<file path="src/design/mips_ctrl_pkg.sv">
/*
 * MIPS control-path definitions
 * ALU operations, write-back and destination selects, debug map
 */
`default_nettype none

package mips_ctrl_pkg;

  typedef enum logic [2:0] {
    ALU_ADD, ALU_SUB, ALU_AND, ALU_OR, ALU_SLT, ALU_SLL, ALU_SRL, ALU_LUI
  } alu_op_t;

  typedef enum logic {WB_ALU, WB_MEM} wb_sel_t;

  typedef enum logic {DST_RT, DST_RD} reg_dst_t;

  // sticky flags as seen at DBG_STATUS
  typedef struct packed {
    logic illegal;
    logic overflow;
  } status_t;

  // debug register offsets on the APB side
  localparam logic [11:0] DBG_CTRL     = 12'h000;
  localparam logic [11:0] DBG_STATUS   = 12'h004;
  localparam logic [11:0] DBG_RETIRED  = 12'h008;
  localparam logic [11:0] DBG_REG_BASE = 12'h080;

endpackage

`default_nettype wire

</file>
<file path="src/design/mips_isa_pkg.sv">
/*
 * MIPS instruction-set definitions
 * word and field types, opcode and funct codes of the supported subset
 */
`default_nettype none

package mips_isa_pkg;

  typedef logic [31:0] word_t;
  typedef logic [4:0]  reg_addr_t;

  // primary opcode field, bits 31:26
  typedef enum logic [5:0] {
    OP_RTYPE   = 6'h00,
    OP_ADDI    = 6'h08,
    OP_ANDI    = 6'h0c,
    OP_ORI     = 6'h0d,
    OP_LUI     = 6'h0f,
    OP_LW      = 6'h23,
    OP_SW      = 6'h2b,
    OP_ILLEGAL = 6'h3f
  } opcode_t;

  // funct field of R-type, bits 5:0
  typedef enum logic [5:0] {
    FN_SLL = 6'h00,
    FN_SRL = 6'h02,
    FN_ADD = 6'h20,
    FN_SUB = 6'h22,
    FN_AND = 6'h24,
    FN_OR  = 6'h25,
    FN_SLT = 6'h2a
  } funct_t;

  localparam int NUM_REGS = 32;

endpackage

`default_nettype wire

</file>
<file path="src/design/debug_apb.sv">
/*
 * debug_apb
 * APB slave for run control, sticky status, retired-instruction count
 * and a read window onto the register file
 */
`timescale 1ns/1ps
`default_nettype none

module debug_apb (
  input  logic                     clock,
  input  logic                     rst,
  input  logic [11:0]              paddr,
  input  logic                     psel,
  input  logic                     penable,
  input  logic                     pwrite,
  input  mips_isa_pkg::word_t      pwdata,
  output mips_isa_pkg::word_t      prdata,
  output logic                     pready,
  output logic                     pslverr,
  input  logic                     execute,
  input  logic                     illegal,
  input  logic                     overflow,
  output logic                     run,
  output mips_isa_pkg::reg_addr_t  dbg_addr,
  input  mips_isa_pkg::word_t      dbg_data
);
  import mips_isa_pkg::*;
  import mips_ctrl_pkg::*;

  status_t status;
  status_t set_mask;
  status_t clr_mask;
  word_t   retired;
  word_t   rdata;
  logic    access;
  logic    in_window;
  logic    mapped;

  assign access    = psel && penable;
  // 0x80..0xfc, word aligned
  assign in_window = (paddr[11:7] == DBG_REG_BASE[11:7]) && (paddr[1:0] == 2'b00);
  assign mapped    = (paddr == DBG_CTRL) || (paddr == DBG_STATUS) ||
                     (paddr == DBG_RETIRED) || in_window;
  assign dbg_addr  = paddr[6:2];

  always_comb begin
    set_mask.illegal  = execute && illegal;
    set_mask.overflow = execute && overflow;
    clr_mask          = (access && pwrite && (paddr == DBG_STATUS)) ?
                        status_t'(pwdata[1:0]) : '0;
  end

  always_ff @(posedge clock) begin
    if (rst) begin
      run     <= 1'b0;
      status  <= '0;
      retired <= '0;
    end else begin
      if (access && pwrite && (paddr == DBG_CTRL)) begin
        run <= pwdata[0];
      end
      // a new event wins over a clear in the same cycle
      status <= (status & ~clr_mask) | set_mask;
      if (execute) begin
        retired <= retired + 1'b1;
      end
    end
  end

  always_comb begin
    rdata = '0;
    case (paddr)
      DBG_CTRL:    rdata = {31'b0, run};
      DBG_STATUS:  rdata = {30'b0, status};
      DBG_RETIRED: rdata = retired;
      default:     if (in_window) rdata = dbg_data;
    endcase
  end

  // no wait states
  assign pready  = 1'b1;
  assign prdata  = (access && !pwrite) ? rdata : '0;
  assign pslverr = access && !mapped;

  // every access phase follows a setup phase with psel already high
  assert property (@(posedge clock) disable iff (rst) $rose(penable) |-> $past(psel))
    else $error("debug_apb: penable rose without a setup phase");

endmodule

`default_nettype wire

</file>
<file path="config.mk">
export PLATFORM = sky130hd
export DESIGN_NAME = debug_apb
export DESIGN_NICKNAME = d
export VERILOG_FILES = /design/src/design/mips_ctrl_pkg.sv /design/src/design/mips_isa_pkg.sv /design/src/design/debug_apb.sv
export SDC_FILE = /design/constraint.sdc
export NUM_CORES = 1
export LEC_CHECK = 0
export ABC_CLOCK_PERIOD_IN_PS = 4300
export BUFFER_PORTS_ARGS = -buffer_cell sky130_fd_sc_hd__buf_2
export CORE_MARGIN = 2
export CORE_UTILIZATION = 35
export CTS_CLUSTER_SIZE = 30
export DETAILED_ROUTE_END_ITERATION = 6
export GPL_ROUTABILITY_DRIVEN = 0
export HOLD_SLACK_MARGIN = 0.03
export PLACE_DENSITY_LB_ADDON = 0.05
export SETUP_SLACK_MARGIN = 0.05
export SYNTH_ARGS = -nofsm -noshare
export SYNTH_HDL_FRONTEND = slang
export SYNTH_SLANG_ARGS = --single-unit
</file>
<file path="constraint.sdc">
create_clock -name clock -period 4.3 [get_ports clock]
set_input_delay 0.215 -clock clock [delete_from_list [all_inputs] [get_ports clock]]
set_output_delay 0.215 -clock clock [all_outputs]
set_load 0.02 [all_outputs]
</file>
# Word level (Yosys, flattened, before mapping)
# Cells that the tools add are included.
word_totals:
  regBits: 35
  input_bits: 84
  out_inout_bits: 40
  word_cells: 31
op_classes:
  addsub: 1
  n_eq_ne: 3
  n_mux: 4
  bitwise: 3
  n_reduce_logical: 16
ops:
  columns: ["operator", "n"]
  rows:
  - ["32-bit case mux with 3 select lines", 1]
  - ["32-bit two-way mux", 2]
  - ["32-bit by 1-bit adder with 32-bit output (second input constant)", 1]
  - ["12-bit by 3-bit == test with 1-bit output (second input constant)", 1]
  - ["12-bit by 4-bit == test with 1-bit output (second input constant)", 1]
  - ["12-bit zero test", 1]
  - ["1-bit logical AND", 9]
  - ["5-bit by 1-bit == test with 1-bit output (second input constant)", 1]
  - ["1-bit logical OR", 3]
  - ["2-bit bitwise AND", 1]
  - ["1-bit zero test", 2]
  - ["2-bit zero test", 1]
  - ["2-bit two-way mux", 1]
  - ["2-bit inverter", 1]
  - ["2-bit bitwise OR", 1]

# Depth between registers and ports, before layout
# Gate-level depths: netlist of the first run.
logic_depth:
  depth_word: 7
  mapped_depth: 5
  mapped_depth_nobuf: 5

# Least setup slack after synthesis of the first run
# No wires, ideal clock.
synth_path:
  path_kind: "input-to-output"
  from: "input port paddr[8]"
  to: "output port prdata[10]"
  arrival_ps: 1526
  path_slack_ps: 2559
  stages: 5
  path_buffers: 1
  cell_sequence: "nor4_1 -> nand4_1 -> nor3b_1 -> buf_2 -> a22o_1"
synth_via:
  elab_chain_len: 5
synth_lines:
  columns: ["item", "line_no", "source"]
  rows:
  - ["start, declared", "debug_apb.sv:12", "input logic [11:0] paddr,"]
  - ["5-bit by 1-bit == test with 1-bit output", "debug_apb.sv:41", "assign in_window = (paddr[11:7] == DBG_REG_BASE[11:7]) && (paddr[1:0] == 2'b00);"]
  - ["1-bit logical AND", "debug_apb.sv:41", null]
  - ["32-bit two-way mux", "debug_apb.sv:76", "default: if (in_window) rdata = dbg_data;"]
  - ["32-bit case mux with 3 select lines *", "debug_apb.sv:72", "case (paddr)"]
  - ["32-bit two-way mux *", "debug_apb.sv:82", "assign prdata = (access && !pwrite) ? rdata : '0;"]
  - ["end, declared", "debug_apb.sv:17", "output mips_isa_pkg::word_t prdata,"]
# Mark *: on every way between the ends. The rest lies on a longest branch, timed or not.

# Worst setup path after layout of the first run
layout_path:
  from: "input port paddr[8]"
  to: "output port prdata[8]"
# Same word-level chain as after synthesis.

==> results of run 1 <==
[power breakdown]
group / internal, W / switching (W)
logic: 0.0000278 / 0.0000297
registers: 0.000327 / 0.00000390
clock network: 0.000126 / 0.000119
[worst register-to-register path, stage by stage (launching register included)]
cell and delay, ns:
dfxtp_1 0.43, ha_1 0.35, nand3_1 0.21, or4_4 0.50, or3_1 0.33, a21oi_1 0.13
[layer usage]
metal | track usage [%] | share of wire [%]
met5 | 0 | 0
met4 | 4.47 | 0.75
met3 | 4.08 | 5.8
met2 | 25.4 | 44
met1 | 22.9 | 50
[registers in the layout (all words and copies together) (netlist names)]
| name | cells |
|---|---|
| retired | 32 |
| run | 1 |
| status | 2 |
[path summary, 6_finish.rpt]
| path | start | slack [ns] | end |
|---|---|---|---|
| setup / recovery | paddr[8] | 2.22 | prdata[8] |
| hold / removal | pwdata[1] | 0.12 | status[1]$_SDFF_PP0_ |
| setup reg to reg | retired[0]$_SDFFE_PP0P_ | 2.27 | retired[12]$_SDFFE_PP0P_ |
| hold reg to reg | run$_SDFFE_PP0P_ | 0.49 | run$_SDFFE_PP0P_ |
[Yosys cell counts (all sizes together) (6+ instances only)]
cell type | count | area share, %
dfxtp | 35 | 32
a22o | 30 | 12
a21oi | 21 | 4.8
buf | 16 | 4.6
nand2 | 15 | 2.6
nand4 | 14 | 4.8
nor2 | 14 | 2.4
or4 | 13 | 4.6
o31ai | 12 | 4.1
nand3 | 9 | 2.3
nor3 | 7 | 1.6
o21ai | 7 | 1.6
and4 | 6 | 2.5
nor4 | 6 | 2.6
or3 | 6 | 1.7
xnor2 | 6 | 2.4
[through the flow]
stage / cells / hold WS, ns
floorplan: 260 / 0.325
CTS: 417 / 0.110
global placement: 410 / 0.414
global route: 417 / 0.112
finish: 417 / 0.119
detailed placement: 410 / 0.421
[layout make-up]
type,instances,area (um^2)
well taps,75,93.8
multi-input cells,199,1370
inverters,5,18.8
clock inverters,1,5.00
repair buffers,96,490
fillers,635,3230
flip-flops and latches,35,701
clock buffers,6,82.6
[kinds of logic after synthesis]
group / synth area share, %
other cells: 0.171
mux: 2.39
compound gates: 24.6
buf+inv: 6.32
flops: 31.9
xor+xnor: 3.99
simple gates: 30.1
fa+ha+maj: 0.570
==> out/summary.txt, run 1 <==
Status - finished clean
First-pass GRT wire length - 9670 um
Yosys reg bits - 35
Tot GR Track Use - 16.5%
Row count - 28
CP Data Required Time - 4.09 ns
TritonRoute pass-1 iters - 4
Hpwl dp - 4150 um
Post-route minimum period - 2.08 ns
Critical path class - in -> out
Setup WS post-layout - 2.22 ns
Layout Nets - 427
Net Count, Synth - 345
Initial antenna violation count - 0
Post-CTS Resized - 0
Total CTS buffers - 5
Core Region - 5990 um^2
Starting Density - 36.7%
DR vias - 2231
Post-route ant nets - 0
CP endpoint kind - primary output
Pin count of the biggest net entering global routing - 39
TNS Setup - 0 ns
R2R depth - 5
Die Y - 83.2 um
Worst skew pair latency - 0.29 ns
Worst-path clk slew - 0.07 ns
Sequential-to-total area share from yosys stat - 31.9%
Max Freq - 480 MHz
Fin crit share - 48.5%
Proportion of layout cells with a drive suffix above 1 - 33.6%
CTS tree - built
Worst IR Drop VDD - 0.122 mV
CTS root buffer - clkbuf_8
Area delta synth->final - 25.6%
Slowest-stage cell, CP - nor4_1
Max cap viols - 0
Ant diodes - 0
Cell family with most CP delay - simple AND/OR/NAND/NOR gates
Overflow after GRT - 0
Max Slew Vio Count - 0
First DRT Iteration DRCs - 96
Max Clock Skew - 0.00576 ns
Total Wirelength - 5620 um
Drt drc - 0
H-Tree Depth - 2
Clock Path Buffers - 2
Critical Path Source Type - input port
EDFF count, synth - 0
Pre-CTS WS - 2.23 ns
Mapped Area - 2200 um^2
CP most frequent cell - buf_2
Mean routed wirelength per cell - 13.5 um
Leak - 1.12 nW
Least-Margin Pin Slew - 0.677 ns
Yosys cell types - 42
Most common flop cell mapped by yosys - dfxtp_1
Crit path cell chain - buf_2, nor4_1, nand4_1, nor3b_2, buf_4, a22o_1, buf_2
# Post-CTS Setup Buffers - 0
Post-DP Area - 2670 um^2
Unrepaired setup endpoints after global routing - no
Slew headroom - 54.8%
Mapped Avg Cell Area - 8.45 um^2
Post-Layout Inst Area - 2760 um^2
Most frequent cells in the layout - 92 x buf_2, 35 x dfxtp_1, 30 x a22o_1, 21 x a21oi_1, 15 x nand2_1
Post-CTS Hold Buffers - 0
Worst Hold Class - in -> reg
Clk sink count - 35
I/O pin count - 124
Vias per cell - 5.35
Worst path bufs/invs - 3
Levels on crit path - 7
Hold depth - 2
Vias in the first global route - 2033
Die Width - 83.2 um
Most common cell after layout, fill and taps aside - buf_2
Synthesized netlist cell count - 260
Final setup viols - 0
Yosys warning count - 0
WP data arrival - 1.87 ns
Async SR Flop Fraction - 0%
Max incr delay on CP - 0.37 ns
Die area - 6920 um^2
Post-layout util - 46.0%
Final Power - 0.000633 W
Highest net fanout along the worst path - 15
Port-buffer cells - 92
Final Hold Viols - 0
Power density over cell area - 230 nW/um^2
Power figures use the tool's default switching activity.
==> inputs of run 2 (changes only) <==
- ABC_CLOCK_PERIOD_IN_PS: 4300 -> 2000
- clock period: 4.3 -> 2 ns (I/O delays scaled with it)
==> out/summary.txt, run 2 (synthesized netlist as in run 1, its figures left out) <==
Status - finished clean (unchanged)
Post-route ant nets - 0 (unchanged)
Post-route minimum period - 1.83 ns
Proportion of layout cells with a drive suffix above 1 - 36.6% (was 33.6%)
Max cap viols - 0 (unchanged)
Core Region - 5990 um^2 (unchanged)
Starting Density - 36.7% (unchanged)
Drt drc - 0 (unchanged)
Max incr delay on CP - 0.44 ns (was 0.37 ns)
Pin count of the biggest net entering global routing - 21 (was 39)
Worst skew pair latency - 0.29 ns (about the same)
Ant diodes - 0 (unchanged)
Clock Path Buffers - 2 (unchanged)
Critical Path Source Type - register (was input port)
Top Registers - retired x32, status x2, run x1 (unchanged)
Final setup viols - 0 (unchanged)
Row count - 28 (unchanged)
Clk sink count - 35 (unchanged)
Max Slew Vio Count - 0 (unchanged)
Met1 Use GR - 22.8% (was 22.9%)
Worst-path clk slew - 0.07 ns (about the same)
Tot GR Track Use - 16.9% (was 16.5%)
Most common cell after layout, fill and taps aside - buf_2 (unchanged)
Total CTS buffers - 5 (unchanged)
Max Clock Skew - 0.00664 ns (was 0.00576 ns)
Die Y - 83.2 um (unchanged)
Unrepaired setup endpoints after global routing - no (unchanged)
DR vias - 2329 (was 2231)
Hold_sp - illegal (was pwdata[1])
Largest register by flop count - retired (unchanged)
Die Width - 83.2 um (unchanged)
GRT Max-Usage Layer - met2 (unchanged)
Total Wirelength - 5860 um (was 5620 um)
Highest net fanout along the worst path - 16 (was 15)
Crit path cell chain - and4_2, nand4_2, buf_4, nor4_2, mux2_1 (was buf_2, nor4_1, nand4_1, nor3b_2, buf_4, a22o_1, buf_2)
TNS Setup - 0 ns (unchanged)
Worst R2R Start - retired[6]$_SDFFE_PP0P_ (was retired[0]$_SDFFE_PP0P_)
Leak - 1.22 nW (was 1.12 nW)
Mean routed wirelength per cell - 13.4 um (was 13.5 um)
First-pass GRT wire length - 9910 um (was 9670 um)
WP data arrival - 2.00 ns (was 1.87 ns)
Area delta synth->final - 33.0% (was 25.6%)
R2R depth - 5 (unchanged)
Reg2reg end - retired[30]$_SDFFE_PP0P_ (was retired[12]$_SDFFE_PP0P_)
Layout Nets - 445 (was 427)
CTS tree - built (unchanged)
Grt met3 use - 4.17% (was 4.08%)
Final Power - 0.00142 W (was 0.000633 W)
Hold depth - 3 (was 2)
Overflow after GRT - 0 (unchanged)
CP endpoint kind - register (was primary output)
Max Freq - 547 MHz
Least-Margin Pin Slew - 0.488 ns (was 0.677 ns)
Most frequent cells in the layout - 92 x buf_2, 35 x dfxtp_1, 30 x a22o_1, 21 x a21oi_1, 20 x buf_4 (was 92 x buf_2, 35 x dfxtp_1, 30 x a22o_1, 21 x a21oi_1, 15 x nand2_1)
Final Hold Viols - 0 (unchanged)
I/O pin count - 124 (unchanged)
Worst Hold Class - in -> reg (unchanged)
Hold endpoint - status[1]$_SDFF_PP0_ (unchanged)
Slew headroom - 67.2% (was 54.8%)
Vias in the first global route - 2093 (was 2033)
Fin crit share - 91.4%
Initial antenna violation count - 0 (unchanged)
Port-buffer cells - 92 (unchanged)
First DRT Iteration DRCs - 92 (was 96)
TritonRoute pass-1 iters - 4 (unchanged)
Power density over cell area - 487 nW/um^2 (was 230 nW/um^2)
Hpwl dp - 4360 um (was 4150 um)
Vias per cell - 5.34 (was 5.35)
Worst IR Drop VDD - 0.263 mV (was 0.122 mV)
CP Data Required Time - 2.17 ns (was 4.09 ns)
Fill cells - 606 (was 635)
Die area - 6920 um^2 (unchanged)
Critical path class - reg -> reg (was in -> out)
Max reg flops - 32 (unchanged)
H-Tree Depth - 2 (unchanged)
R2R Setup Slk - 0.17 ns (was 2.27 ns)
Grt met2 use - 27.3% (was 25.4%)
Slowest-stage cell, CP - dfxtp_1 (was nor4_1)
CTS root buffer - clkbuf_8 (unchanged)
[run 2: per-stage QoR]
step / util, % / instances / hold slack (ns) / setup WS [ns] / instance area, um^2
floorplan: - / 260 / 0.210 / 0.288 / 2200
global placement: 46.4 / 425 / 0.297 / 0.164 / 2780
detailed placement: 46.4 / 425 / 0.297 / 0.126 / 2780
CTS: 48.5 / 435 / 0.0887 / 0.109 / 2900
global route: 48.7 / 436 / 0.0991 / 0.0590 / 2920
finish: 48.7 / 436 / 0.0899 / 0.171 / 2920
[run 2: critical path, delay by kind of cell (launching register included)]
| kind | cells | cell delay [ns] |
|---|---|---|
| AND/OR/NAND/NOR | 3 | 0.72 |
| buffers and inverters | 1 | 0.20 |
| multiplexers | 1 | 0.35 |
| flip-flops | 1 | 0.44 |
[run 2: layout make-up]
type / count / area (um^2) / share of cell area, %
timing repair buffer: 114 / 631 / 21.6
multi-input combinational: 199 / 1380 / 47.1
inverter: 5 / 18.8 / 0.643
clock buffer: 8 / 100 / 3.43
tap: 75 / 93.8 / 3.21
sequential: 35 / 701 / 24.0
[run 2: timing repair]
| action | CTS | global route |
|---|---|---|
| gates resized for setup | 0 | 2 |
| hold endpoints to repair | 2 | 0 |
| setup endpoints to repair | 0 | 37 |
| hold buffers | 2 | 0 |
| buffers inserted | 0 | 1 |
[run 2: how the worst max path moves through the flow]
stage	startpoint	endpoint	slack (ns)	depth (start not counted)
after detailed placement	paddr[8]	prdata[12]	0.13	7
after global routing	retired[6]$_SDFFE_PP0P_	retired[30]$_SDFFE_PP0P_	0.06	5
after CTS	paddr[8]	prdata[12]	0.11	7
after floorplan	retired[0]$_SDFFE_PP0P_	retired[16]$_SDFFE_PP0P_	0.29	5
after global placement	paddr[8]	prdata[14]	0.16	7
final	retired[6]$_SDFFE_PP0P_	retired[30]$_SDFFE_PP0P_	0.17	5
[run 2: per-layer routing]
metal | up-vias | share of wire, %
met1 | 1056 | 48
met5 | - | 0
met2 | 64 | 45
met4 | 0 | 0.63
met3 | 6 | 5.9
li1 | 1203 | -
[run 2: power by group]
part           internal (W)  total [W]  switching (W)  leakage [nW]
Clock              0.000315   0.000573       0.000259        0.0515
Combinational     0.0000720   0.000142      0.0000704         0.883
Sequential         0.000704   0.000708     0.00000399         0.283
